<file path="config.mk">
export PLATFORM = sky130hd
export DESIGN_NAME = debug_req_gate
export DESIGN_NICKNAME = d
export VERILOG_FILES = /design/src/hdl/debug_req_gate.sv
export VERILOG_INCLUDE_DIRS = /design/src /design/src/common
export SDC_FILE = /design/constraint.sdc
export NUM_CORES = 1
export LEC_CHECK = 0
export BUFFER_PORTS_ARGS = -buffer_cell sky130_fd_sc_hd__buf_2
export CORE_AREA = 2 2 39 41
export CTS_BUF_LIST = sky130_fd_sc_hd__clkbuf_4 sky130_fd_sc_hd__clkbuf_8 sky130_fd_sc_hd__clkbuf_16
export DETAILED_ROUTE_END_ITERATION = 12
export DIE_AREA = 0 0 41 43
export SYNTH_ARGS = -nofsm -noshare
export SYNTH_HDL_FRONTEND = slang
export SYNTH_SLANG_ARGS = --single-unit
</file>
<file path="constraint.sdc">
create_clock -name clk_i -period 3.7 [get_ports clk_i]
set_clock_uncertainty 0.2 [all_clocks]
set_input_delay 0.185 -clock clk_i [delete_from_list [all_inputs] [get_ports clk_i]]
set_output_delay 0.185 -clock clk_i [all_outputs]
set_load 0.005 [all_outputs]
</file>
<file path="src/common/soc_macros.svh">
/*
  Bus widths, memory map and timing constants for the SoC fabric.
  Windows must be aligned to their size; the decoder does no wrap checks.
*/
`ifndef SOC_MACROS_SVH
`define SOC_MACROS_SVH

// Wishbone bus widths
`define SOC_ADDR_W 32
`define SOC_DATA_W 64
`define SOC_SEL_W  8

// Boot ROM, contents derived from the signature
`define ROM_BASE      32'h0001_0000
`define ROM_WORDS     32
`define ROM_SIGNATURE 64'hB007_C0DE_5EED_F00D

// Main SRAM
`define RAM_BASE  32'h8000_0000
`define RAM_WORDS 256

// CLINT window and register offsets
`define CLINT_BASE         32'h0200_0000
`define CLINT_MSIP_OFS     32'h0000_0000
`define CLINT_MTIMECMP_OFS 32'h0000_4000
`define CLINT_MTIME_OFS    32'h0000_BFF8
`define CLINT_SIZE         32'h0000_C000

// Debug request hold-off after reset, in clk_i cycles
`define DEBUG_DELAY_CYCLES 20

`endif
</file>
<file path="src/hdl/debug_req_gate.sv">
/*
  Holds off the debug request for a fixed number of cycles after reset,
  then passes it only while debug is enabled. Output is combinational.
*/
`timescale 1ns/1ps
`default_nettype none

`include "soc_macros.svh"

module debug_req_gate (
  input  logic clk_i,
  input  logic rst_ni,
  input  logic debug_req_i,
  input  logic debug_en_i,
  output logic debug_req_o
);

  localparam int CNT_W = $clog2(`DEBUG_DELAY_CYCLES + 1);

  logic [CNT_W-1:0] cnt_q;
  logic             cnt_done;

  assign cnt_done = (cnt_q == '0);

  // Counts down once after reset, then parks at zero
  always_ff @(posedge clk_i or negedge rst_ni) begin
    if (!rst_ni) begin
      cnt_q <= CNT_W'(`DEBUG_DELAY_CYCLES);
    end else if (!cnt_done) begin
      cnt_q <= cnt_q - 1'b1;
    end
  end

  assign debug_req_o = cnt_done & debug_en_i & debug_req_i;

endmodule

`default_nettype wire

</file>
==> Flow_metrics.wiki <==
{| class="wikitable"
! Metric !! Value
|-
| Run status || finished, final reports clean
|-
| Deepest clock path buffer count || 2
|-
| Unrepaired setup endpoints after global routing || false
|-
| Post-DRT Antenna Nets || 0
|-
| Yosys Warn Count || 0
|-
| Register containing the most flip-flops in the final layout || cnt_q
|-
| Number of buffers created by CTS || 3
|-
| Worst R2R Start || cnt_q[0]$_DFFE_PN0P_
|-
| Mapped Nets || 30
|-
| Clock edge transition at the registers on the reported setup and hold paths || 0.05 ns
|-
| Number of antenna violations at the first check in global routing || 0
|-
| Signal arrival time at the worst endpoint || 1.56 ns
|-
| Portion of total power attributed to combinational logic || 0.032
|-
| Sw Ratio || 0.1776
|-
| Number of vias per cell after detailed routing || 3.796
|-
| Global-route wire length before repair || 710 um
|-
| Max-cap viol count || 0
|-
| DRT Wirelength || 424 um
|-
| CTS H-Tree Depth || 1
|-
| Final-layout fill cell count || 149
|-
| Via count || 186
|-
| Count of buffers from port buffering || 4
|-
| Logic depth of the worst register-to-register path || 5
|-
| CTS Sinks || 5
|-
| Final hold violation count || 0
|-
| DRT Pass-1 Iters || 1
|-
| Count of standard-cell rows || 14
|-
| Critical Path Slowest Stage Cell || sky130_fd_sc_hd__dfrtp_1
|-
| Worst slack at placement || 1.996 ns
|-
| Count of inserted antenna diode cells || 0
|-
| Worst Setup Slack, final || 1.753 ns
|-
| Later-pin clock latency in the skew report || 0.24 ns
|-
| Count of nets after finishing || 40
|-
| IO Count || 5
|-
| Placer congestion estimate || 0.7463
|-
| Number of design-rule violations left by the first detailed-router iteration || 0
|-
| Share of post-route cells with drive strength above 1 || 0.3636
|-
| Highest cell delay on the worst timing path || 0.39 ns
|-
| Pins Over Slew Limit || 0
|-
| Worst min path class || primary input to asynchronous set/reset pin
|-
| Die Width || 41 um
|-
| Standard cell core area || 1384 um2
|-
| Sequential fraction of the synthesis area || 0.4857
|-
| Internal power consumption || 105.4 uW
|-
| Element type at the critical path end || output pin
|-
| Half-perimeter wire length after placement || 332.3 um
|-
| Total net switching power || 22.77 uW
|-
| Vias in the first global route || 180
|-
| Most used cells in the layout excluding fill and tap cells || sky130_fd_sc_hd__inv_1, sky130_fd_sc_hd__clkbuf_4, sky130_fd_sc_hd__buf_2
|-
| Static leakage || 0.0001706 uW
|-
| Critical path class || flip-flop to output pin
|-
| Largest registers || cnt_q x5
|-
| Mean Syn Cell Area || 10.95 um2
|-
| Largest net degree at the start of global routing || 6
|-
| Growth of design area from synthesis to finish || 30.48%
|-
| Peak VDD IR || 0.1427 mV
|-
| Final worst path period need || 1.947 ns
|-
| Max Clk Rate || 513.6 MHz
|-
| Count of cell types in the netlist || 15
|-
| Portion of the clock cycle consumed by the worst path in the final layout || 0.5262
|-
| Synth Instances || 24
|-
| Grt ovf || 0
|-
| Detailed-route DRC error count || 0
|-
| Initial Utilization || 0.1899
|-
| Register-to-Register Setup Slack || 2.18 ns
|-
| CTS tree || yes
|-
| Cell Area, Synth || 262.8 um2
|-
| Mean routed wirelength per cell || 8.653 um
|-
| Required arrival time at the worst endpoint || 3.31 ns
|-
| TNS Setup || 0 ns
|-
| Largest fanout on the critical path || 3
|-
| Global router's overall resource usage || 0.06956
|-
| Post-CTS setup repair buffer count || 0
|-
| CP cell instances || inv_1 -> ha_1 -> nand2b_1 -> nor3_2 -> and3_1 -> buf_2
|-
| P per Cell Area || 373.9 nW/um2
|-
| Synthesis-stage register bit count || 5
|-
| Reg-to-reg critical path endpoint || cnt_q[1]$_DFFE_PN0P_
|-
| CTS root buffer || sky130_fd_sc_hd__clkbuf_4
|-
| Die Outline Area || 1763 um2
|-
| Sequential power share || 0.429
|-
| Die Span Y || 43 um
|-
| Type of element launching the critical path || flip-flop
|-
| Rel. slew slack || 0.7950
|-
| Number of flip-flops in the largest register || 5
|-
| Portion of total power attributed to the clock network || 0.539
|-
| Final Core Density || 0.2477
|-
| Finish-stage setup viols || 0
|-
| Transition time at the pin with the least slew margin || 0.3058 ns
|}
cell usage after synthesis:
cell type                  instances  area, um2
sky130_fd_sc_hd__a21o_1            1      7.510
sky130_fd_sc_hd__and3_1            1      6.260
sky130_fd_sc_hd__dfrtp_1           3      75.07
sky130_fd_sc_hd__dfstp_2           2      52.55
sky130_fd_sc_hd__ha_1              2      25.02
sky130_fd_sc_hd__inv_1             4      15.01
sky130_fd_sc_hd__mux2i_1           1      10.01
sky130_fd_sc_hd__nand2b_1          1      6.260
sky130_fd_sc_hd__nand3_1           1      5.000
sky130_fd_sc_hd__nor3_1            1      5.000
sky130_fd_sc_hd__nor3_2            2      20.02
sky130_fd_sc_hd__o211ai_1          1      7.510
sky130_fd_sc_hd__o21ai_0           2      10.01
sky130_fd_sc_hd__or3b_1            1      8.760
sky130_fd_sc_hd__xnor2_1           1      8.760
how the worst max path moves through the flow:
stage	startpoint	endpoint	slack (ns)
after global placement	cnt_q[0]$_DFFE_PN0P_	debug_req_o	2.01
after detailed placement	cnt_q[0]$_DFFE_PN0P_	debug_req_o	2.00
after global routing	cnt_q[1]$_DFFE_PN0P_	debug_req_o	1.59
after floorplan	cnt_q[0]$_DFFE_PN0P_	debug_req_o	2.20
final	cnt_q[0]$_DFFE_PN0P_	debug_req_o	1.75
after CTS	cnt_q[0]$_DFFE_PN0P_	debug_req_o	1.72
per-layer routing:
layer / wire, um / global-route usage
met1: 214 / 0.08143
met2: 176 / 0.07188
met3: 28 / 0.07853
met4: 4 / 0.04000
met5: 0 / 0
logic make-up after synthesis:
kind of cell    synth area share
fa+ha+maj                0.09522
flops                     0.4857
mux                      0.03810
simple gates              0.1952
xor+xnor                 0.03334
buf+inv                  0.05713
compound gates           0.09526
final cells by class:
class | instances | area (um2) | share of cell area
Clock buffer | 4 | 30.03 | 0.08759
Timing Repair Buffer | 5 | 30.03 | 0.08759
Tap cell | 16 | 20.02 | 0.05839
Multi-Input combinational cell | 15 | 120.1 | 0.3504
Sequential cell | 5 | 127.6 | 0.3723
Inverter | 4 | 15.01 | 0.04380
critical path: cells and delay by family (launching register included):
kind | cells | cell delay [ns]
flip-flops | 1 | 0.39
AND/OR/NAND/NOR | 3 | 0.57
buffers and inverters | 2 | 0.20
adder cells (fa/ha/maj) | 1 | 0.18
power by group through the flow:
| stage | Clock, uW | Sequential, uW | Combinational (uW) |
|---|---|---|---|
| after detailed placement | 0 | 55.7 | 3.41 |
| after global placement | 0 | 55.7 | 3.39 |
| after CTS | 73.0 | 55.0 | 4.24 |
| after global routing | 79.9 | 54.9 | 4.61 |
| final | 69.1 | 55.0 | 4.12 |
| after floorplan | 0 | 55.7 | 0.501 |
repair_timing:
item                       CTS  global route
hold endpoints to repair     5             0
hold buffers                 1             0
resized for setup            0             0
setup endpoints to repair    0             0
per-stage QoR:
stage	power, uW	instances	area [um2]	hold slack [ns]
6_report	128.2	49	342.8	0.08755
5_1_grt	139.3	49	342.8	0.08116
4_1_cts	132.2	49	342.8	0.08693
3_5_place_dp	59.11	44	302.8	-0.1942
3_3_place_gp	59.10	44	302.8	-0.1915
2_1_floorplan	56.22	24	262.8	-0.3106
(Power assumes the default switching activity.)
