### src/common/soc_macros.svh
/*
  Bus widths, memory map and timing constants for the SoC fabric.
  Windows must be aligned to their size; the decoder does no wrap checks.
*/
`ifndef SOC_MACROS_SVH
`define SOC_MACROS_SVH

// Wishbone bus widths
`define SOC_ADDR_W 32
`define SOC_DATA_W 64
`define SOC_SEL_W  8

// Boot ROM, contents derived from the signature
`define ROM_BASE      32'h0001_0000
`define ROM_WORDS     32
`define ROM_SIGNATURE 64'hB007_C0DE_5EED_F00D

// Main SRAM
`define RAM_BASE  32'h8000_0000
`define RAM_WORDS 256

// CLINT window and register offsets
`define CLINT_BASE         32'h0200_0000
`define CLINT_MSIP_OFS     32'h0000_0000
`define CLINT_MTIMECMP_OFS 32'h0000_4000
`define CLINT_MTIME_OFS    32'h0000_BFF8
`define CLINT_SIZE         32'h0000_C000

// Debug request hold-off after reset, in clk_i cycles
`define DEBUG_DELAY_CYCLES 20

`endif
### src/common/soc_pkg.sv
/*
  Wishbone classic request and response structs plus the decode result.
  Needs soc_macros.svh on the include path.
*/
`default_nettype none

`include "soc_macros.svh"

package soc_pkg;

  // Master to slave, held stable until ack or err
  typedef struct packed {
    logic                   cyc;
    logic                   stb;
    logic                   we;
    logic [`SOC_ADDR_W-1:0] adr;
    logic [`SOC_SEL_W-1:0]  sel;
    logic [`SOC_DATA_W-1:0] dat;
  } wb_req_t;

  // Slave to master, ack and err are one-cycle pulses
  typedef struct packed {
    logic                   ack;
    logic                   err;
    logic [`SOC_DATA_W-1:0] dat;
  } wb_rsp_t;

  typedef enum logic [1:0] {
    TGT_ROM,
    TGT_RAM,
    TGT_CLINT,
    TGT_NONE
  } target_e;

  // Replace the bytes of old_v whose select bit is set
  function automatic logic [`SOC_DATA_W-1:0] byte_merge(
    input logic [`SOC_DATA_W-1:0] old_v,
    input logic [`SOC_DATA_W-1:0] new_v,
    input logic [`SOC_SEL_W-1:0]  sel
  );
    logic [`SOC_DATA_W-1:0] res;
    res = old_v;
    for (int b = 0; b < `SOC_SEL_W; b++) begin
      if (sel[b]) res[8*b +: 8] = new_v[8*b +: 8];
    end
    return res;
  endfunction

endpackage

`default_nettype wire

### src/mem/wb_bootrom.sv
/*
  Read-only boot ROM, word k holds the signature XOR k.
  Writes are answered with err and zero data.
*/
`timescale 1ns/1ps
`default_nettype none

`include "soc_macros.svh"

module wb_bootrom import soc_pkg::*; (
  input  logic    clk_i,
  input  logic    rst_ni,
  input  wb_req_t req_i,
  output wb_rsp_t rsp_o
);

  localparam int OFS_W = $clog2(`SOC_SEL_W);
  localparam int IDX_W = $clog2(`ROM_WORDS);

  logic [IDX_W-1:0]       idx;
  logic                   access;
  logic                   ack_q;
  logic                   err_q;
  logic [`SOC_DATA_W-1:0] rdata_q;

  function automatic logic [`SOC_DATA_W-1:0] rom_word(input logic [IDX_W-1:0] k);
    return `ROM_SIGNATURE ^ `SOC_DATA_W'(k);
  endfunction

  assign idx    = req_i.adr[OFS_W +: IDX_W];
  // No new answer while the previous one is on the bus
  assign access = req_i.cyc & req_i.stb & ~(ack_q | err_q);

  always_ff @(posedge clk_i or negedge rst_ni) begin
    if (!rst_ni) begin
      ack_q <= 1'b0;
      err_q <= 1'b0;
    end else begin
      ack_q <= access & ~req_i.we;
      err_q <= access & req_i.we;
    end
  end

  always_ff @(posedge clk_i) begin
    if (access) rdata_q <= req_i.we ? '0 : rom_word(idx);
  end

  assign rsp_o.ack = ack_q;
  assign rsp_o.err = err_q;
  assign rsp_o.dat = rdata_q;

  // Only a request that the decoder steered into the ROM window gets an ack
  a_ack_after_stb: assert property (@(posedge clk_i) disable iff (!rst_ni)
    rsp_o.ack |-> $past(req_i.cyc && req_i.stb &&
                        ((req_i.adr - `ROM_BASE) < `ROM_WORDS * `SOC_SEL_W)));

endmodule

`default_nettype wire

### config.mk
export PLATFORM = sky130hd
export DESIGN_NAME = wb_bootrom
export DESIGN_NICKNAME = d
export VERILOG_FILES = /design/src/common/soc_pkg.sv /design/src/mem/wb_bootrom.sv
export VERILOG_INCLUDE_DIRS = /design/src /design/src/common
export SDC_FILE = /design/constraint.sdc
export NUM_CORES = 1
export LEC_CHECK = 0
export ABC_AREA = 0
export BUFFER_PORTS_ARGS = -buffer_cell sky130_fd_sc_hd__buf_2
export CORE_AREA = 2 2 68 70
export CTS_CLUSTER_DIAMETER = 60
export CTS_CLUSTER_SIZE = 24
export DETAILED_ROUTE_END_ITERATION = 16
export DIE_AREA = 0 0 70 72
export PLACE_DENSITY = 0.67
export SYNTH_ARGS = -nofsm -noshare
export SYNTH_HDL_FRONTEND = slang
export SYNTH_SLANG_ARGS = --single-unit
### constraint.sdc
create_clock -name clk_i -period 1.1 [get_ports clk_i]
set_input_delay 0.22 -clock clk_i [delete_from_list [all_inputs] [get_ports clk_i]]
set_output_delay 0.22 -clock clk_i [all_outputs]
set_load 0.005 [all_outputs]
==> run summary <==
- 1 — H-tree depth
- 1102 nW/µm² — pwr dens
- flop to primary output — critical path class
- 230.2 µm² — Sequential Area
- yes — unrepaired setup endpoints after global routing
- 17.28% — Initial Utilization
- 0.4343 nW — Static Leak
- 0.23 ns — worst skew pair latency
- 3.962% — overall track demand over capacity in global routing
- sky130_fd_sc_hd__clkbuf_8 — Clock Tree Root
- 40.6% — sequential share of power
- 51.00% — proportion of layout cells with a drive suffix above 1
- 1.145 ns — final critical path time including I/O delays and setup
- 0.8734 GHz — Max Freq
- 23.04% — Net Sw Frac
- 0 — final hold violation count
- 1011 µm — total wirelength of the detailed-routed design
- 2 — Buf+Inv Stages, Crit Path
- 0% — xor/xnor cell area share of the yosys netlist
- 0 — post-detailed-route DRC marker count
- -1.165 ns — Sum Neg Setup Slack
- 0 — Setup Fix Bufs, Post-CTS
- -0.04495 ns — Final Worst Setup Slack
- 3 — clock buffers created by TritonCTS
- 774.5 µm² — final instance area
- 1407 µm — global-route wire length before repair
- 0.02434 ns — worst setup slack before clock tree synthesis
- 8 — number of flip-flops and latches in the synthesized netlist
- buf_6 -> buf_2 — CP Cell Sequence
- 0% — Adder-Cell Fraction of Synth Area
- 317 — vias in the first global route
- 4 — DRT iter0 DRCs
- 5040 µm² — full die area
- 17 — critical path fanouts, max
- 0.0001967 W — switching power
- 2 — maximum clock insertion buffer count
- 0.92 ns — arrival time of the worst setup path
- 4264 µm² — placeable core region
- 29 — count of final setup violators
- 0.003383 ns — final worst clock skew
- 0 — Maximum Capacitance Violations
- buffers and inverters — largest family of logic cells by synthesized area
- 0 — final antenna diode count
- 72 µm — Die Span Y
- 0 — antenna violations before repair
- 708.2 µm² — post-placement cell area
- 478 — count of fill cells added during filler insertion
- 9 — Synth cell types
- negative setup slack — failing checks
- flop — sort of element at the start of the critical path
- 0.0006099 V — worst-case vdd ir drop
- 161.4 µm² — combined area of the multi-input logic cells
- 16.2% — combinational fraction of design power
- flip-flops — family of cells with the greatest summed delay on the critical path
- 0% — post-synthesis mux area share
- primary output — type of destination of the critical path
- 147 — count of placed standard cells including taps
- finished, violations left — outcome
- 0 — remaining global-route overflow
- 5.093% — area overhead of the layout relative to synthesis
- 210 — final net count
- 78 — number of instances in the synthesized netlist
- 3 — number of detailed-route iterations in the first pass
- input pin to flop — path class of the lowest-slack min-delay path
- 152 — Final Non-Filler Cells
- 0 — count of yosys warnings during synthesis
- 6.651 µm — average wire per cell in the routed design
- 8 — number of clock sinks
- 0% — Synth Area in Compound Gates
- 24 — number of rows created at floorplan
- 6.621% — simple-gate share of the synthesized area
- 31.24% — proportion of synthesized chip area in sequential cells
- 70 µm — x dimension of the die
- 0.0008535 W — Design Power
- done — TritonCTS clock tree
- 0.40 ns — max incr delay on CP
- 18 — largest net degree at the start of global routing
- 43.3% — fraction of power consumed by the clock network
- 737.0 µm² — combined area of all synthesized cells
- 9.448 µm² — mean instance size in the synthesized netlist
- 0.0006568 W — internal power
- 0.88 ns — data required time at the worst endpoint
- 0.04 ns — clock-pin slew on the worst setup and hold paths
- 0.6697 — global placer's final weighted congestion
- 104.1% — final worst path period share
- 0 — number of max-slew violations in the final report
- 2.822 — average vias per placed instance
- 45 — Port Buf Inserts
- sky130_fd_sc_hd__edfxtp_1 — Slowest-stage cell, CP
- 175 — Boundary Pins
- 0 — final antenna-violating net count
- 429 — Vias
- 852.6 µm — estimated wirelength of the detail-placed design
[layout by cell type (no fill, tap or decap), drive strengths merged]
| cell type | instances |
|---|---|
| and4bb | 1 |
| nor2 | 3 |
| clkbuf | 4 |
| conb | 30 |
| buf | 48 |
| dlygate4sd3 | 1 |
| inv | 1 |
| dfrtp | 2 |
| and2 | 2 |
| nor2b | 2 |
| edfxtp | 6 |
[logic make-up after synthesis]
family,count (synthesis)
buffers and inverters,61
flip-flops,8
other,1
AND/OR/NAND/NOR,8
[worst reg2reg max path, delay by kind of cell (launching register included)]
| family | cells | cell delay, ns |
|---|---|---|
| and+or+nand+nor | 1 | 0.28 |
| buffers and inverters | 1 | 0.13 |
| DFF | 1 | 0.36 |
[final timing paths]
path | start | to | depth (start not counted) | slack [ns]
worst max-delay path | rdata_q[61] | rsp_o[36] | 2 | -0.04
worst min-delay path | req_i[75] | rdata_q[0] | 2 | 0.25
worst max register to register | err_q | rdata_q[3] | 2 | 0.04
worst min register to register | ack_q | rdata_q[0] | 2 | 0.83
max in group asynchronous | rst_ni | err_q | 2 | 0.70
min in group asynchronous | rst_ni | ack_q | 2 | 0.31
[what timing repair did]
action / in CTS / in global routing
hold endpoints to repair: 2 / 0
gates resized for setup: 0 / 3
pin swaps: 0 / 1
setup endpoints to repair: 29 / 35
hold buffers: 1 / 0
[stage by stage]
step / util [%] / hold slack [ns]
global route: 18.16 / 0.2525
floorplan: - / -0.07559
finish: 18.16 / 0.2504
detailed placement: 16.61 / 0.007386
CTS: 17.90 / 0.2436
global placement: 16.61 / 0.005919
[registers in the layout (all words and copies together), names as in the netlist]
register / cells
err_q: 1
rdata_q: 6
ack_q: 1
[cell type report]
cell class	instances	share of cell area, %
inverters	1	0.4847
clock buffers	4	5.816
well taps	52	8.401
flip-flops and latches	8	29.73
multi-input cells	38	20.84
repair buffers	49	34.73
[synth_stat cells, drive strengths merged]
cell,n,area share [%]
inv,1,0.51
conb,1,0.51
nor2,3,1.5
nor2b,2,1.7
and2,2,1.7
buf,60,61
and4bb,1,1.7
edfxtp,6,24
dfrtp,2,6.8
[routing by layer]
metal  routed length (µm)  global-route usage (%)  share of wire, %
met1                  276                   3.319                27
met2                  465                   6.243                46
met3                  210                   1.389                21
met4                   59                   5.769               5.8
met5                    0                       0                 0
[power groups by stage]
stage | combinational (W) | sequential, W | clock [W]
after CTS | 0.000134 | 0.000346 | 0.000383
after floorplan | 0.000182 | 0.000360 | 0
after global placement | 0.000130 | 0.000350 | 0
after detailed placement | 0.000131 | 0.000350 | 0
after global routing | 0.000156 | 0.000347 | 0.000412
final | 0.000138 | 0.000346 | 0.000369
Note: power is estimated with default switching activity, not from simulation.
