==> src/common/soc_macros.svh <==
/*
  Bus widths, memory map and timing constants for the SoC fabric.
  Windows must be aligned to their size; the decoder does no wrap checks.
*/
`ifndef SOC_MACROS_SVH
`define SOC_MACROS_SVH

// Wishbone bus widths
`define SOC_ADDR_W 32
`define SOC_DATA_W 64
`define SOC_SEL_W  8

// Boot ROM, contents derived from the signature
`define ROM_BASE      32'h0001_0000
`define ROM_WORDS     32
`define ROM_SIGNATURE 64'hB007_C0DE_5EED_F00D

// Main SRAM
`define RAM_BASE  32'h8000_0000
`define RAM_WORDS 256

// CLINT window and register offsets
`define CLINT_BASE         32'h0200_0000
`define CLINT_MSIP_OFS     32'h0000_0000
`define CLINT_MTIMECMP_OFS 32'h0000_4000
`define CLINT_MTIME_OFS    32'h0000_BFF8
`define CLINT_SIZE         32'h0000_C000

// Debug request hold-off after reset, in clk_i cycles
`define DEBUG_DELAY_CYCLES 20

`endif
==> src/common/soc_pkg.sv <==
/*
  Wishbone classic request and response structs plus the decode result.
  Needs soc_macros.svh on the include path.
*/
`default_nettype none

`include "soc_macros.svh"

package soc_pkg;

  // Master to slave, held stable until ack or err
  typedef struct packed {
    logic                   cyc;
    logic                   stb;
    logic                   we;
    logic [`SOC_ADDR_W-1:0] adr;
    logic [`SOC_SEL_W-1:0]  sel;
    logic [`SOC_DATA_W-1:0] dat;
  } wb_req_t;

  // Slave to master, ack and err are one-cycle pulses
  typedef struct packed {
    logic                   ack;
    logic                   err;
    logic [`SOC_DATA_W-1:0] dat;
  } wb_rsp_t;

  typedef enum logic [1:0] {
    TGT_ROM,
    TGT_RAM,
    TGT_CLINT,
    TGT_NONE
  } target_e;

  // Replace the bytes of old_v whose select bit is set
  function automatic logic [`SOC_DATA_W-1:0] byte_merge(
    input logic [`SOC_DATA_W-1:0] old_v,
    input logic [`SOC_DATA_W-1:0] new_v,
    input logic [`SOC_SEL_W-1:0]  sel
  );
    logic [`SOC_DATA_W-1:0] res;
    res = old_v;
    for (int b = 0; b < `SOC_SEL_W; b++) begin
      if (sel[b]) res[8*b +: 8] = new_v[8*b +: 8];
    end
    return res;
  endfunction

endpackage

`default_nettype wire

==> src/hdl/wb_addr_decoder.sv <==
/*
  Single-master Wishbone decoder for ROM, RAM and CLINT windows.
  Unmapped addresses (GPIO included) get an err one cycle after stb.
  The response select is registered with the request, so adr may move after ack.
*/
`timescale 1ns/1ps
`default_nettype none

`include "soc_macros.svh"

module wb_addr_decoder import soc_pkg::*; (
  input  logic    clk_i,
  input  logic    rst_ni,
  input  wb_req_t m_req_i,
  output wb_rsp_t m_rsp_o,
  output wb_req_t rom_req_o,
  output wb_req_t ram_req_o,
  output wb_req_t clint_req_o,
  input  wb_rsp_t rom_rsp_i,
  input  wb_rsp_t ram_rsp_i,
  input  wb_rsp_t clint_rsp_i
);

  localparam logic [`SOC_ADDR_W-1:0] ROM_END   = `ROM_BASE + `ROM_WORDS * `SOC_SEL_W;
  localparam logic [`SOC_ADDR_W-1:0] RAM_END   = `RAM_BASE + `RAM_WORDS * `SOC_SEL_W;
  localparam logic [`SOC_ADDR_W-1:0] CLINT_END = `CLINT_BASE + `CLINT_SIZE;

  target_e tgt;
  target_e tgt_q;
  logic    req_vld;
  logic    err_q;

  assign req_vld = m_req_i.cyc & m_req_i.stb;

  // ----------------------------------------
  // Address decode
  // ----------------------------------------
  always_comb begin
    if (m_req_i.adr >= `ROM_BASE && m_req_i.adr < ROM_END) begin
      tgt = TGT_ROM;
    end else if (m_req_i.adr >= `RAM_BASE && m_req_i.adr < RAM_END) begin
      tgt = TGT_RAM;
    end else if (m_req_i.adr >= `CLINT_BASE && m_req_i.adr < CLINT_END) begin
      tgt = TGT_CLINT;
    end else begin
      tgt = TGT_NONE;
    end
  end

  // Request copied to every target, stb only where selected
  always_comb begin
    rom_req_o       = m_req_i;
    ram_req_o       = m_req_i;
    clint_req_o     = m_req_i;
    rom_req_o.stb   = m_req_i.stb & (tgt == TGT_ROM);
    ram_req_o.stb   = m_req_i.stb & (tgt == TGT_RAM);
    clint_req_o.stb = m_req_i.stb & (tgt == TGT_CLINT);
  end

  // Select follows the request that the responding target saw
  always_ff @(posedge clk_i or negedge rst_ni) begin
    if (!rst_ni) begin
      tgt_q <= TGT_NONE;
      err_q <= 1'b0;
    end else begin
      if (req_vld) tgt_q <= tgt;
      err_q <= req_vld & (tgt == TGT_NONE) & ~err_q;
    end
  end

  // ----------------------------------------
  // Response mux
  // ----------------------------------------
  always_comb begin
    unique case (tgt_q)
      TGT_ROM:   m_rsp_o = rom_rsp_i;
      TGT_RAM:   m_rsp_o = ram_rsp_i;
      TGT_CLINT: m_rsp_o = clint_rsp_i;
      default: begin
        m_rsp_o.ack = 1'b0;
        m_rsp_o.err = err_q;
        m_rsp_o.dat = '0;
      end
    endcase
  end

  // Holds across every target and the local error path
  a_ack_err_excl: assert property (@(posedge clk_i) disable iff (!rst_ni)
    !(m_rsp_o.ack && m_rsp_o.err));

endmodule

`default_nettype wire

==> config.mk <==
export PLATFORM = sky130hd
export DESIGN_NAME = wb_addr_decoder
export DESIGN_NICKNAME = d
export VERILOG_FILES = /design/src/common/soc_pkg.sv /design/src/hdl/wb_addr_decoder.sv
export VERILOG_INCLUDE_DIRS = /design/src /design/src/common
export SDC_FILE = /design/constraint.sdc
export NUM_CORES = 1
export LEC_CHECK = 0
export BUFFER_PORTS_ARGS = -buffer_cell sky130_fd_sc_hd__buf_4
export CORE_AREA = 3 3 267 269
export DETAILED_ROUTE_END_ITERATION = 12
export DIE_AREA = 0 0 270 272
export GPL_TIMING_DRIVEN = 0
export SYNTH_ARGS = -nofsm -noshare
export SYNTH_HDL_FRONTEND = slang
export SYNTH_SLANG_ARGS = --single-unit
==> constraint.sdc <==
create_clock -name clk_i -period 1.8 [get_ports clk_i]
set_input_delay 0.09 -clock clk_i [delete_from_list [all_inputs] [get_ports clk_i]]
set_output_delay 0.09 -clock clk_i [all_outputs]
set_load 0.05 [all_outputs]
==> impl_metrics.csv <==
group,metric,value,unit
status,status,"complete, but fails checks",
status,violations,"setup timing",
floorplanning,floorplan.die_area,73400,um^2
synthesis,yosysSeqAreaShare,1.91,%
detailed_routing,drc,0,
synthesis,mappedNetlistArea,4050,um^2
detailed_routing,via_per_inst,2.79,
layout,final_core_utilization,16.0,%
detailed_routing,vias,5964,
floorplanning,rows,96,
global_route,track_usage,7.64,%
layout,fill_cells,7853,
floorplanning,start_util,5.89,%
synthesis,ys_ff_latch,3,
synthesis,synth.most_common_cell,"buf_4",
power,finalPower,0.00593,W
global_route,top_usage_layer,"met2",
synthesis,synthMuxAreaShare,16.6,%
place,dp_slack,-280,ps
setup_path,worstPathCellList,"buf_8 > nor2b_4 > buf_12 > buf_12 > nand2_2 > o21ai_2 > buf_6",
synthesis,synth_commonest_cells,"buf_4, nand2_1, mux2i_1, o21ai_0, clkbuf_1",
power,p_sw_share,57.4,%
setup_path,cp-end-kind,"output pin",
setup_path,cp-start-kind,"flip-flop",
global_route,use_met1,8.12,%
setup_path,crit_fanout,9,
floorplanning,die_width,270,um
layout,layout.nets,1509,
synthesis,synth_xor_area_share,0,%
synthesis,synthArstFlopShare,100,%
timing,fin_ws,-77.3,ps
synthesis,syn_inst,566,
global_route,grt_pass1_wl,41700,um
synthesis,synth_fa_ha_area_share,0,%
synthesis,synth_top_family_by_area,"buffers and inverters",
layout,synthToLayoutAreaGrowth,172,%
synthesis,yosysWarnings,0,
global_route,antenna_found_initial,5,
setup_path,arrival,1790,ps
global_route,grtUsageMet3,2.04,%
detailed_routing,wire_per_inst,14.8,um
setup_path,crit_top_cell,"buf_12",
clocking,cts_htree_levels,1,
clocking,clk_latency,220,ps
timing,setup_viol_count_final,42,
floorplanning,coreArea,68800,um^2
clocking,path_clk_slew,30,ps
place,port-buffer-count,612,
setup_path,critical-path-top-delay-family,"buffers and inverters",
detailed_routing,ant_nets,0,
setup_path,cp.required,1710,ps
synthesis,synth_top_area_share,60.9,%
place,gp_congestion,0.879,
power,max-vdd-ir-drop,0.305,mV
timing,hold_viol_final,0,
place,hpwlAfterDp,27900,um
layout,layout-drive-gt1-share,90.6,%
clocking,cts_buffers,3,
synthesis,synthDistinctLibCells,22,
detailed_routing,drtPass1Iterations,4,
power,seq_power_share,1.5,%
timing,fin_crit,1880,ps
clocking,clkSinkCount,3,
timing,finalMaxSlewViolations,0,
power,power.internal,0.00253,W
timing,rsz0062_at_grt,"yes",
setup_path,critical_path.slowest_cell,"dfstp_2",
power,leakagePower,5.73,nW
timing,worst_clock_skew,0,ps
power,combinationalPowerShare,92.5,%
setup_path,max_stage_delay,540,ps
timing,fin_crit_sh,104,%
global_route,grt_pass1_vias,6184,
setup_path,worst-path-buf-inv,4,
clocking,clk_path_buf_depth,2,
power,clkPwrFrac,5.9,%
synthesis,synth-main-ff-cell,"dfstp_2",
synthesis,synth_edf_count,0,
synthesis,syn_area_per_cell,7.16,um^2
global_route,grt-ovfl-total,0,
global_route,use_met2,14.3,%
clocking,cts-root-buf,"clkbuf_16",
timing,maxSlewHeadroom,70.0,%
synthesis,synth_nets,873,
floorplanning,dieHeight,272,um
timing,max_freq,533,MHz
synthesis,yosys-top-cells-area,"buf_4, mux2i_1, o21ai_0",
timing,worst_hold_slack,293,ps
detailed_routing,drtIter0Drc,86,
floorplanning,ioPinCount,694,
setup_path,criticalPathCategory,"flip-flop to output pin",
flow_run,maxCapViolations,0,
worst_hold_path,min_path_type,"primary input to async pin",
global_route,grt_max_degree,11,
power,p_per_area,537,nW/um^2
synthesis,synthSimpleGateAreaFrac,10.2,%
timing,tightest_slew,449,ps
power,p_switching,0.00340,W
synthesis,synth-compound-area-share,9.07,%
clocking,cts_tree,"yes",
synthesis,netlist.top_cell.by_area,"buf_4",
detailed_routing,wl,31600,um
cell usage in the layout (no fill, tap or decap), types with 3 or more instances in the layout:
master / instances
buf_4: 887
buf_6: 61
mux2i_1: 51
o21ai_2: 50
nand2_1: 30
nand2_2: 26
nand2_4: 13
o21ai_1: 13
buf_12: 8
mux2i_4: 8
mux2i_2: 6
buf_8: 5
clkbuf_16: 4
diode_2: 3
clkbuf_2: 3
nor2_1: 3
nor4b_1: 3
and2_1: 3
buf_16: 3
per-layer routing:
layer | vias up | routed length [um]
li1 | 2817 | -
met1 | 2647 | 11400
met2 | 451 | 16000
met3 | 47 | 2840
met4 | 2 | 1330
met5 | - | 13
cell type report:
| class | count | area, um^2 | area share (%) |
|---|---|---|---|
| timing repair buffer | 632 | 5050 | 45.8 |
| buffer | 339 | 2680 | 24.3 |
| multi-input combinational | 222 | 1970 | 17.9 |
| tap | 931 | 1160 | 10.6 |
| clock buffer | 4 | 78.8 | 0.714 |
| sequential | 3 | 77.6 | 0.703 |
| antenna | 3 | 7.51 | 0.0680 |
| inverter | 1 | 3.75 | 0.0340 |
stage by stage:
stage          instances  TNS, ps  cell area [um^2]
2_1_floorplan        566    -97.9              4200
3_3_place_gp        2109   -10190              9960
3_5_place_dp        2109   -10030              9960
4_1_cts             2128    -3300             10800
5_1_grt             2133    -3910             11000
6_report            2135    -1250             11000
power by group through the flow:
stage / registers [W] / logic, W / clock network (W)
floorplan: 0.0000816 / 0.00330 / 0
global placement: 0.0000852 / 0.00494 / 0
detailed placement: 0.0000855 / 0.00495 / 0
CTS: 0.0000926 / 0.00542 / 0.000359
global route: 0.0000909 / 0.00569 / 0.000368
finish: 0.0000902 / 0.00548 / 0.000352
flip-flops by register name (all words and copies together), names as in the netlist:
| register | flops |
|---|---|
| tgt_q | 2 |
| err_q | 1 |
final timing paths:
kind	slack, ps	depth (start not counted)	end	from
min in group clk_i	430	2	ram_req_o[41]	m_req_i[41]
hold / removal	290	2	err_q$_DFF_PN0_	rst_ni
hold reg to reg	590	2	err_q$_DFF_PN0_	err_q$_DFF_PN0_
setup reg to reg	370	6	tgt_q[0]$_DFFE_PN1P_	tgt_q[0]$_DFFE_PN1P_
max in group asynchronous	1320	2	tgt_q[0]$_DFFE_PN1P_	rst_ni
setup / recovery	-80	7	m_rsp_o[2]	tgt_q[0]$_DFFE_PN1P_
what timing repair did:
action | in CTS | in global routing
endpoints found under the hold margin | 3 | 0
resized for setup | 174 | 35
pin swaps | 16 | 1
hold buffers | 1 | 0
setup buffers | 11 | 4
endpoints found under the setup margin | 69 | 66
cloned | 4 | 1
cells by family (layout without fill, tap and decap cells):
group           after synthesis  in the layout
compound gates               68             68
other cells                   0              3
flops                         3              3
simple gates                 88             88
buf+inv                     341            976
mux                          66             66
No activity file was read; power rests on OpenSTA's default activity.
