<file path="config.mk">
export PLATFORM = sky130hd
export DESIGN_NAME = clint_timer
export DESIGN_NICKNAME = d
export VERILOG_FILES = /design/src/common/soc_pkg.sv /design/src/hdl/clint_timer.sv
export VERILOG_INCLUDE_DIRS = /design/src /design/src/common
export SDC_FILE = /design/constraint.sdc
export NUM_CORES = 1
export LEC_CHECK = 0
export ABC_CLOCK_PERIOD_IN_PS = 12400
export BUFFER_PORTS_ARGS = -buffer_cell sky130_fd_sc_hd__buf_4
export CAP_MARGIN = 25
export CORE_MARGIN = 3
export CORE_UTILIZATION = 40
export DETAILED_ROUTE_END_ITERATION = 16
export SYNTH_ARGS = -nofsm -noshare
export SYNTH_HDL_FRONTEND = slang
export SYNTH_SLANG_ARGS = --single-unit
</file>
<file path="constraint.sdc">
create_clock -name clk_i -period 12.4 [get_ports clk_i]
set_clock_uncertainty 0.05 [all_clocks]
set_input_delay 1.86 -clock clk_i [delete_from_list [all_inputs] [get_ports clk_i]]
set_output_delay 1.86 -clock clk_i [all_outputs]
set_load 0.01 [all_outputs]
</file>
<file path="src/common/soc_macros.svh">
/*
  Bus widths, memory map and timing constants for the SoC fabric.
  Windows must be aligned to their size; the decoder does no wrap checks.
*/
`ifndef SOC_MACROS_SVH
`define SOC_MACROS_SVH

// Wishbone bus widths
`define SOC_ADDR_W 32
`define SOC_DATA_W 64
`define SOC_SEL_W  8

// Boot ROM, contents derived from the signature
`define ROM_BASE      32'h0001_0000
`define ROM_WORDS     32
`define ROM_SIGNATURE 64'hB007_C0DE_5EED_F00D

// Main SRAM
`define RAM_BASE  32'h8000_0000
`define RAM_WORDS 256

// CLINT window and register offsets
`define CLINT_BASE         32'h0200_0000
`define CLINT_MSIP_OFS     32'h0000_0000
`define CLINT_MTIMECMP_OFS 32'h0000_4000
`define CLINT_MTIME_OFS    32'h0000_BFF8
`define CLINT_SIZE         32'h0000_C000

// Debug request hold-off after reset, in clk_i cycles
`define DEBUG_DELAY_CYCLES 20

`endif
</file>
<file path="src/common/soc_pkg.sv">
/*
  Wishbone classic request and response structs plus the decode result.
  Needs soc_macros.svh on the include path.
*/
`default_nettype none

`include "soc_macros.svh"

package soc_pkg;

  // Master to slave, held stable until ack or err
  typedef struct packed {
    logic                   cyc;
    logic                   stb;
    logic                   we;
    logic [`SOC_ADDR_W-1:0] adr;
    logic [`SOC_SEL_W-1:0]  sel;
    logic [`SOC_DATA_W-1:0] dat;
  } wb_req_t;

  // Slave to master, ack and err are one-cycle pulses
  typedef struct packed {
    logic                   ack;
    logic                   err;
    logic [`SOC_DATA_W-1:0] dat;
  } wb_rsp_t;

  typedef enum logic [1:0] {
    TGT_ROM,
    TGT_RAM,
    TGT_CLINT,
    TGT_NONE
  } target_e;

  // Replace the bytes of old_v whose select bit is set
  function automatic logic [`SOC_DATA_W-1:0] byte_merge(
    input logic [`SOC_DATA_W-1:0] old_v,
    input logic [`SOC_DATA_W-1:0] new_v,
    input logic [`SOC_SEL_W-1:0]  sel
  );
    logic [`SOC_DATA_W-1:0] res;
    res = old_v;
    for (int b = 0; b < `SOC_SEL_W; b++) begin
      if (sel[b]) res[8*b +: 8] = new_v[8*b +: 8];
    end
    return res;
  endfunction

endpackage

`default_nettype wire

</file>
<file path="src/hdl/clint_timer.sv">
/*
  Single-hart CLINT with msip, mtimecmp and mtime, all 64-bit accessible.
  rtc_i must be much slower than clk_i; edges closer than 3 cycles are lost.
  Offsets other than the three registers get err.
*/
`timescale 1ns/1ps
`default_nettype none

`include "soc_macros.svh"

module clint_timer import soc_pkg::*; (
  input  logic    clk_i,
  input  logic    rst_ni,
  input  logic    rtc_i,
  input  wb_req_t req_i,
  output wb_rsp_t rsp_o,
  output logic    timer_irq_o,
  output logic    ipi_o
);

  logic [`SOC_ADDR_W-1:0] ofs;
  logic                   hit_msip, hit_cmp, hit_time, hit;
  logic                   access, wr;
  logic [2:0]             rtc_q;
  logic                   rtc_edge;
  logic [63:0]            mtime_q, mtimecmp_q, mtime_inc;
  logic                   msip_q;
  logic                   irq_q, ack_q, err_q;
  logic [`SOC_DATA_W-1:0] rdata_q;

  assign ofs      = req_i.adr - `CLINT_BASE;
  assign hit_msip = (ofs == `CLINT_MSIP_OFS);
  assign hit_cmp  = (ofs == `CLINT_MTIMECMP_OFS);
  assign hit_time = (ofs == `CLINT_MTIME_OFS);
  assign hit      = hit_msip | hit_cmp | hit_time;
  assign access   = req_i.cyc & req_i.stb & ~(ack_q | err_q);
  assign wr       = access & req_i.we;

  // Two sync flops, third one for edge detect
  assign rtc_edge  = rtc_q[1] & ~rtc_q[2];
  assign mtime_inc = mtime_q + 64'(rtc_edge);

  always_ff @(posedge clk_i or negedge rst_ni) begin
    if (!rst_ni) begin
      rtc_q      <= '0;
      mtime_q    <= '0;
      mtimecmp_q <= '1;
      msip_q     <= 1'b0;
      irq_q      <= 1'b0;
      ack_q      <= 1'b0;
      err_q      <= 1'b0;
    end else begin
      rtc_q   <= {rtc_q[1:0], rtc_i};
      irq_q   <= (mtime_q >= mtimecmp_q);
      ack_q   <= access & hit;
      err_q   <= access & ~hit;
      // A bus write wins over the tick on the bytes it selects
      mtime_q <= (wr && hit_time) ? byte_merge(mtime_inc, req_i.dat, req_i.sel) : mtime_inc;
      if (wr && hit_cmp) mtimecmp_q <= byte_merge(mtimecmp_q, req_i.dat, req_i.sel);
      if (wr && hit_msip && req_i.sel[0]) msip_q <= req_i.dat[0];
    end
  end

  // Read mux, err returns zero
  always_ff @(posedge clk_i) begin
    if (access) begin
      if (hit_time)      rdata_q <= mtime_q;
      else if (hit_cmp)  rdata_q <= mtimecmp_q;
      else if (hit_msip) rdata_q <= `SOC_DATA_W'(msip_q);
      else               rdata_q <= '0;
    end
  end

  assign rsp_o.ack   = ack_q;
  assign rsp_o.err   = err_q;
  assign rsp_o.dat   = rdata_q;
  assign timer_irq_o = irq_q;
  assign ipi_o       = msip_q;

endmodule

`default_nettype wire

</file>
==> results.cfg, run 1 <==
[run_status]
status = complete, no violations

[power]
p_sw_frac = 0.2411
power_frac_clock = 0.398
leakagePower_uw = 0.005412
ir_worst_vdd_uv = 73.81
p_comb_frac = 0.081
internal_power_uw = 1033
powerDensity_nw_per_um2 = 104.6
fin_total_pwr_uw = 1361
p_seq_frac = 0.522
power.switching_uw = 328.2

[final_layout]
multi_input_area_um2 = 4955
syn_to_final_growth_pct = 21.58
layout-drive-gt1-share = 0.3582
fill_cells = 2463
final_util = 0.4963
regArea_um2 = 5380
insertedDiodeCount = 0
finalNonFillerCells = 1460
nets = 1289
final_common_cell = buf_4
layout_common_cells = 186 x buf_4, 97 x mux2_2, 77 x inv_1

[synth]
synth_nets = 1108
netlist_area_um2 = 10700
async_flop_share = 0.6784
yosysUniqueCellTypes = 56
synth_seq_cells = 199
ys.flop_type = dfrtp_1
syn_area_per_cell_um2 = 11.49
synth_warnings = 0
syn_inst = 931
synth-seq-area-share = 0.5029
synth_edf_count = 64

[floorplan]
start_util = 0.4082
core_area_um2 = 26210
num_io_pins = 178
die_w_um = 169.5
die_area_um2 = 28740
rows = 59
die_h_um = 169.5

[placement]
place.port_buffers = 177
gp_congestion = 0.8414
dp.cells = 1428
dp_hpwl_um = 18870
dp_slack_ps = 7249

[sta]
setup_slack_ps = 7803
fin_tns_setup_ps = 0
rsz0062_at_grt = no
max_freq_mhz = 217.5
drv_slew = 0
slew-limit-headroom = 0.3531
finalHoldViolCount = 0
final.period_utilization = 0.3707
setup_viol = 0
min_period_ps = 4597
max_slew.worst_pin.slew_ps = 970.3

[clock_tree]
cts_tree = yes
clock_insertion_delay_worst_skew_ps = 430
postCtsHoldBufs = 0
cts_setup_buffers = 0
cts_max_path_buffers = 2
root_buffer = clkbuf_16
cts_inserted_buffers = 17
ctsResizeCount = 0
path_clk_slew_ps = 80
clock_sinks = 199
htreeDepth = 4

[global_route]
antenna_found_initial = 0
grt_max_degree = 71
grt_use_total = 0.1851
gr-total-overflow = 0
grt_pass1_wl_um = 41970
grt_pass1_vias = 7849

[route]
ant_nets = 0
routed_wl_um = 26330
drc = 0
first_pass_iters = 5
drt-initial-drc-count = 396
wl_per_cell_um = 18.03
num_vias = 7701
routed_via_density = 5.275

[setup_path]
endpoint_kind = register
arrival_ps = 4850
crit_type = in -> reg
cp-start-kind = input pin
worstPathMaxFanout = 68
crit_required_ps = 12660

[min_path]
holdCritPathClass = reg -> reg

[flow_run]
maxCapViolations = 0
[per-layer routing]
layer  global-route usage  vias to the layer above  routed length, um
met1               0.2449                     3766              11910
met4              0.04090                        0                241
met3              0.03634                       17               1102
li1                     -                     3776                  -
met2               0.3170                      142              13070
met5                    0                        -                  0
[worst max-delay path, stage by stage]
cell      delay [ps]
buf_4             80
nor4bb_4         260
buf_4            790
nand2_1          230
nor4_1           750
nand2_1          440
mux2_1           410
[cells in the mapped netlist (all sizes together), types with 2 or more instances]
cell    count  share of area
mux2       98           0.10
inv        77          0.027
dfrtp      71           0.17
ha         67          0.078
dfstp      64           0.16
edfxtp     64           0.18
a22o       63          0.052
nand2      56          0.022
nand3      50          0.023
nor2       49          0.017
a21oi      39          0.018
xnor2      39          0.032
nand4      26          0.017
xor2       24          0.020
o21ai      23          0.011
nor4       20          0.014
nor3       17         0.0089
clkbuf     16         0.0056
and3        9         0.0053
buf         8         0.0046
a211oi      5         0.0035
and2        5         0.0029
and4        5         0.0041
or3         5         0.0034
or4         5         0.0049
a21o        4         0.0028
mux2i       2         0.0019
nor2b       2         0.0012
nor4b       2         0.0016
nor4bb      2         0.0019
o21a        2         0.0014
[state kept, by name (all words and copies together), names as in the netlist]
signal and cells:
ack_q 1, err_q 1, timer_irq_o 1, ipi_o 1, rdata_q 64, mtimecmp_q 64, rtc_q 3, mtime_q 64
[cells by family after synthesis]
| kind of cell | after synthesis | share of synthesized area |
|---|---|---|
| flip-flops | 199 | 0.5029 |
| AO/OA/AOI/OAI | 144 | 0.09497 |
| XOR/XNOR | 63 | 0.05158 |
| multiplexers | 100 | 0.1050 |
| AND/OR/NAND/NOR | 257 | 0.1299 |
| buffers and inverters | 101 | 0.03719 |
| adder cells (fa/ha/maj) | 67 | 0.07836 |
[area by class of cell]
| class | instances | area share |
|---|---|---|
| Clock inverter | 11 | 0.006542 |
| Sequential cell | 199 | 0.4137 |
| Multi-Input combinational cell | 631 | 0.3810 |
| Timing Repair Buffer | 186 | 0.1074 |
| Inverter | 77 | 0.02222 |
| Tap cell | 335 | 0.03223 |
| Clock buffer | 21 | 0.03704 |
[worst paths after layout]
check	start	to	slack [ps]	depth (start not counted)
worst max-delay path	req_i[105]	mtime_q[63]	7800	7
worst min-delay path	rtc_q[0]	rtc_q[1]	310	0
worst max register to register	err_q	mtime_q[63]	8890	6
worst min register to register	rtc_q[0]	rtc_q[1]	310	0
max in group asynchronous	rst_ni	mtime_q[24]	9370	2
min in group asynchronous	rst_ni	mtime_q[18]	1510	1
[power by group through the flow]
stage	Combinational (uW)	Clock (uW)	Sequential, uW
floorplan	45.3	0	723
global placement	111	0	723
detailed placement	112	0	723
CTS	113	555	710
global route	123	582	713
finish	110	541	710
[through the flow]
step	hold slack (ps)	instance area [um2]
after floorplan	281.2	10700
after global placement	286.8	12440
after detailed placement	286.5	12440
after CTS	313.9	13010
after global routing	327.7	13010
final	310.2	13010
Note: power is estimated with default switching activity, not from simulation.
==> run 2, diff against run 1 <==
ABC_CLOCK_PERIOD_IN_PS = 3700   (was 12400)
clock period = 3.7 ns   (was 12.4 ns; I/O delays follow)
==> results.cfg, run 2 (synthesized netlist as in run 1, its figures left out) <==
[clock_tree]
path_clk_slew_ps = 70
cts_max_path_buffers = 2
root_buffer = clkbuf_16
cts_setup_buffers = 0
ctsResizeCount = 0
postCtsHoldBufs = 0
cts_inserted_buffers = 17
clock_sinks = 199
cts_tree = yes
clock_insertion_delay_worst_skew_ps = 430
htreeDepth = 4

[sta]
finalHoldViolCount = 0
final.period_utilization = 0.8454
fin_hold_ws_ps = 92.29
slew-limit-headroom = 0.4884
setup_viol = 0
max_freq_mhz = 319.7
min_period_ps = 3128
rsz0062_at_grt = no
max_slew.worst_pin.slew_ps = 761.1
drv_slew = 0

[setup_path]
crit_required_ps = 3960
crit_type = reg -> reg
path_buf_inv = 1
r2r-start = rtc_q[1]
cp-start-kind = register
cp_top_family = simple AND/OR/NAND/NOR gates
path_cells = nor2b_1 > ha_1 > ha_1 > inv_1 > or4_4 > or3_1 > nor4_1 > xor2_1 > mux2_2
endpoint_kind = register
arrival_ps = 3390
worst_setup_path_startpoint = rtc_q[1]
critPathMaxStageDelay_ps = 630
cp_slowest_cell = or4_4
cpMostUsedCell = ha_1
worstPathMaxFanout = 7

[final_layout]
layout_common_cells = 190 x buf_4, 80 x mux2_2, 77 x inv_1
syn_to_final_growth_pct = 23.64
insertedDiodeCount = 0
final_common_cell = buf_4
final_util = 0.5047
finalNonFillerCells = 1466
reg_top3 = mtime_q (64), mtimecmp_q (64), rdata_q (64)
layout-drive-gt1-share = 0.3669
nets = 1295

[placement]
dp_hpwl_um = 19860
gp_congestion = 0.8459
place.port_buffers = 177
dp.cells = 1434

[route]
ant_nets = 0
routed_via_density = 5.307
drt-initial-drc-count = 381
wl_per_cell_um = 18.60
first_pass_iters = 5
num_vias = 7780
drc = 0
routed_wl_um = 27260

[global_route]
grt_pass1_wl_um = 43830
use_met3 = 0.03424
grt_use_met2 = 0.3300
grt_pass1_vias = 8028
grt_use_total = 0.1942
grt_use_met1 = 0.2604
top_usage_layer = met2
grt_max_degree = 75
gr-total-overflow = 0
antenna_found_initial = 0

[floorplan]
num_io_pins = 178
rows = 59
die_area_um2 = 28740
start_util = 0.4082
die_w_um = 169.5
core_area_um2 = 26210
die_h_um = 169.5

[power]
powerDensity_nw_per_um2 = 360.9
leakagePower_uw = 0.005520
ir_worst_vdd_uv = 263.6

[run_status]
status = complete, no violations

[min_path]
holdCritPathClass = in -> async

[flow_run]
maxCapViolations = 0
## run 2: cell types whose count changed in the layout (fill, tap and decap cells not counted), moves of 6 or more
cell	previous run	this run
mux2_4	0	17
mux2_2	97	80
a21oi_2	0	6
a21oi_1	39	33
o21ai_0	18	9
o21ai_1	4	13
## run 2: path summary, 6_finish.rpt
kind                                        to  slack [ps]  cells after the start
worst max-delay path               mtime_q[48]         570                      9
worst min-delay path               mtime_q[19]          90                      1
min in group clk_i                    rtc_q[0]         180                      1
worst min register to register        rtc_q[1]         310                      0
max in group asynchronous       mtimecmp_q[40]        2640                      2
worst max register to register     mtime_q[48]         570                      9
## run 2: final cells by class
class	count	area, um2
Fill cell	2419	12980
Sequential cell	199	5380
Multi-Input combinational cell	631	5054
Timing Repair Buffer	192	1458
Clock buffer	18	429.2
Tap cell	335	419.2
Inverter	77	289.0
Clock inverter	14	197.7
## run 2: power by group
group	internal, uW	total, uW	switching [uW]	leakage [uW]
clock	1140	1990	851	0.000308
combinational	212	399	186	0.00309
sequential	2320	2380	61.4	0.00212
total	3680	4770	1100	0.00552
## run 2: per-stage QoR
stage               area, um2  setup WS, ps  TNS [ps]  total power (uW)
floorplan               10860        -715.0    -81240              2593
global route            13230         415.0         0              4964
global placement        12600         564.7         0              2820
finish                  13230         572.2         0              4773
detailed placement      12600         507.1         0              2829
CTS                     13230         591.5         0              4834
## run 2: per-layer routing
metal | routed length [um] | share of wire
met1 | 12490 | 0.46
met2 | 13370 | 0.49
met3 | 1025 | 0.038
met4 | 372 | 0.014
met5 | 0 | 0
==> run 3, diff against run 2 <==
ABC_CLOCK_PERIOD_IN_PS = 3200   (was 3700)
clock period = 3.2 ns   (was 3.7 ns; I/O delays follow)
==> results.cfg, run 3 (synthesized netlist as in run 1, its figures left out) <==
[final_layout]
final_common_cell = buf_4
final_util = 0.5073
syn_to_final_growth_pct = 24.27
fill_cells = 2423
layout-drive-gt1-share = 0.3734
layout_common_cells = 197 x buf_4, 80 x mux2_2, 77 x inv_1
insertedDiodeCount = 0
finalNonFillerCells = 1476
nets = 1305
reg_top3 = mtime_q (64), mtimecmp_q (64), rdata_q (64)

[setup_path]
worstPathMaxFanout = 7
cp_slowest_cell = or4_4
critPathMaxStageDelay_ps = 620
crit_required_ps = 3470
cp-start-kind = register
arrival_ps = 3290
reg2reg_depth = 9
crit_type = reg -> reg
r2r_end = mtime_q[52]
endpoint_kind = register
cp-endpoint = mtime_q[52]
rrSetupSlack_ps = 180
path_cells = nor2b_1 > ha_1 > ha_1 > inv_1 > or4_4 > or3_4 > or4_4 > xor2_1 > o21ai_2
r2r-start = rtc_q[2]
worst_setup_path_startpoint = rtc_q[2]

[floorplan]
die_h_um = 169.5
rows = 59
start_util = 0.4082
die_w_um = 169.5
die_area_um2 = 28740
core_area_um2 = 26210
num_io_pins = 178

[sta]
fin_hold_ws_ps = 91.70
final.period_utilization = 0.9436
fin_tns_setup_ps = 0
finalHoldViolCount = 0
rsz0062_at_grt = no
max_freq_mhz = 331.2
min_period_ps = 3020
max_slew.worst_pin.slew_ps = 692.1
slew-limit-headroom = 0.5386
drv_slew = 0
setup_viol = 0

[clock_tree]
clock_sinks = 199
postCtsHoldBufs = 1
path_clk_slew_ps = 80
cts_setup_buffers = 0
htreeDepth = 4
root_buffer = clkbuf_16
cts_inserted_buffers = 17
ctsResizeCount = 0
clock_insertion_delay_worst_skew_ps = 440
cts_tree = yes
cts_max_path_buffers = 2

[route]
drc = 0
routed_wl_um = 27160
first_pass_iters = 4
routed_via_density = 5.298
drt-initial-drc-count = 449
ant_nets = 0
wl_per_cell_um = 18.40
num_vias = 7820

[placement]
dp.cells = 1443
gp_congestion = 0.8160
dp_hpwl_um = 20170
place.port_buffers = 177

[min_path]
holdCritPathClass = in -> reg

[global_route]
grt_use_total = 0.1942
grt_pass1_wl_um = 43840
gr-total-overflow = 0
grt_pass1_vias = 8166
grt_max_degree = 59
antenna_found_initial = 1

[run_status]
status = complete, no violations

[power]
ir_worst_vdd_uv = 359.0
powerDensity_nw_per_um2 = 405.3
leakagePower_uw = 0.005559

[flow_run]
maxCapViolations = 0
==> run 3: final cells by class <==
class | instances | area [um2] | share of cell area
Timing Repair Buffer | 202 | 1560 | 0.1174
Clock inverter | 15 | 166.4 | 0.01252
Clock buffer | 17 | 425.4 | 0.03200
Tap cell | 335 | 419.2 | 0.03153
Inverter | 77 | 289.0 | 0.02174
Sequential cell | 199 | 5380 | 0.4047
Multi-Input combinational cell | 631 | 5054 | 0.3801
==> run 3: power breakdown <==
group / internal [uW] / switching [uW]
Sequential: 2680 / 69.3
Clock: 1110 / 1070
Combinational: 248 / 209
Total: 4040 / 1340
==> run 3: worst min-delay path by stage <==
stage	start	end	cells after the start
after floorplan	rst_ni	ack_q	0
after global placement	rtc_q[1]	rtc_q[2]	0
after detailed placement	rtc_q[1]	rtc_q[2]	0
after CTS	rtc_i	rtc_q[0]	1
after global routing	rtc_i	rtc_q[0]	1
final	rtc_i	rtc_q[0]	1
==> run 3: layer usage <==
metal,vias to the layer above,GRT usage,part of all wire
met5,-,0,0.00026
met2,137,0.3436,0.51
met4,2,0.03805,0.0059
met3,14,0.03867,0.043
li1,3821,-,-
met1,3846,0.2492,0.44
==> run 3: worst max-delay path, delay by kind of cell (launching register included) <==
kind	cells	cell delay (ps)
buffers and inverters	1	110
flip-flops	1	380
adder cells (fa/ha/maj)	2	440
AND/OR/NAND/NOR	4	1670
XOR/XNOR	1	180
AO/OA/AOI/OAI	1	70
==> run 3: stage by stage <==
stage | cell area (um2) | total power (uW) | setup WS, ps
2_1_floorplan | 10860 | 2998 | -1140
3_3_place_gp | 12690 | 3262 | 287.2
3_5_place_dp | 12690 | 3267 | 195.3
4_1_cts | 13290 | 5454 | 171.9
5_1_grt | 13290 | 5619 | 68.44
6_report | 13290 | 5388 | 180.4
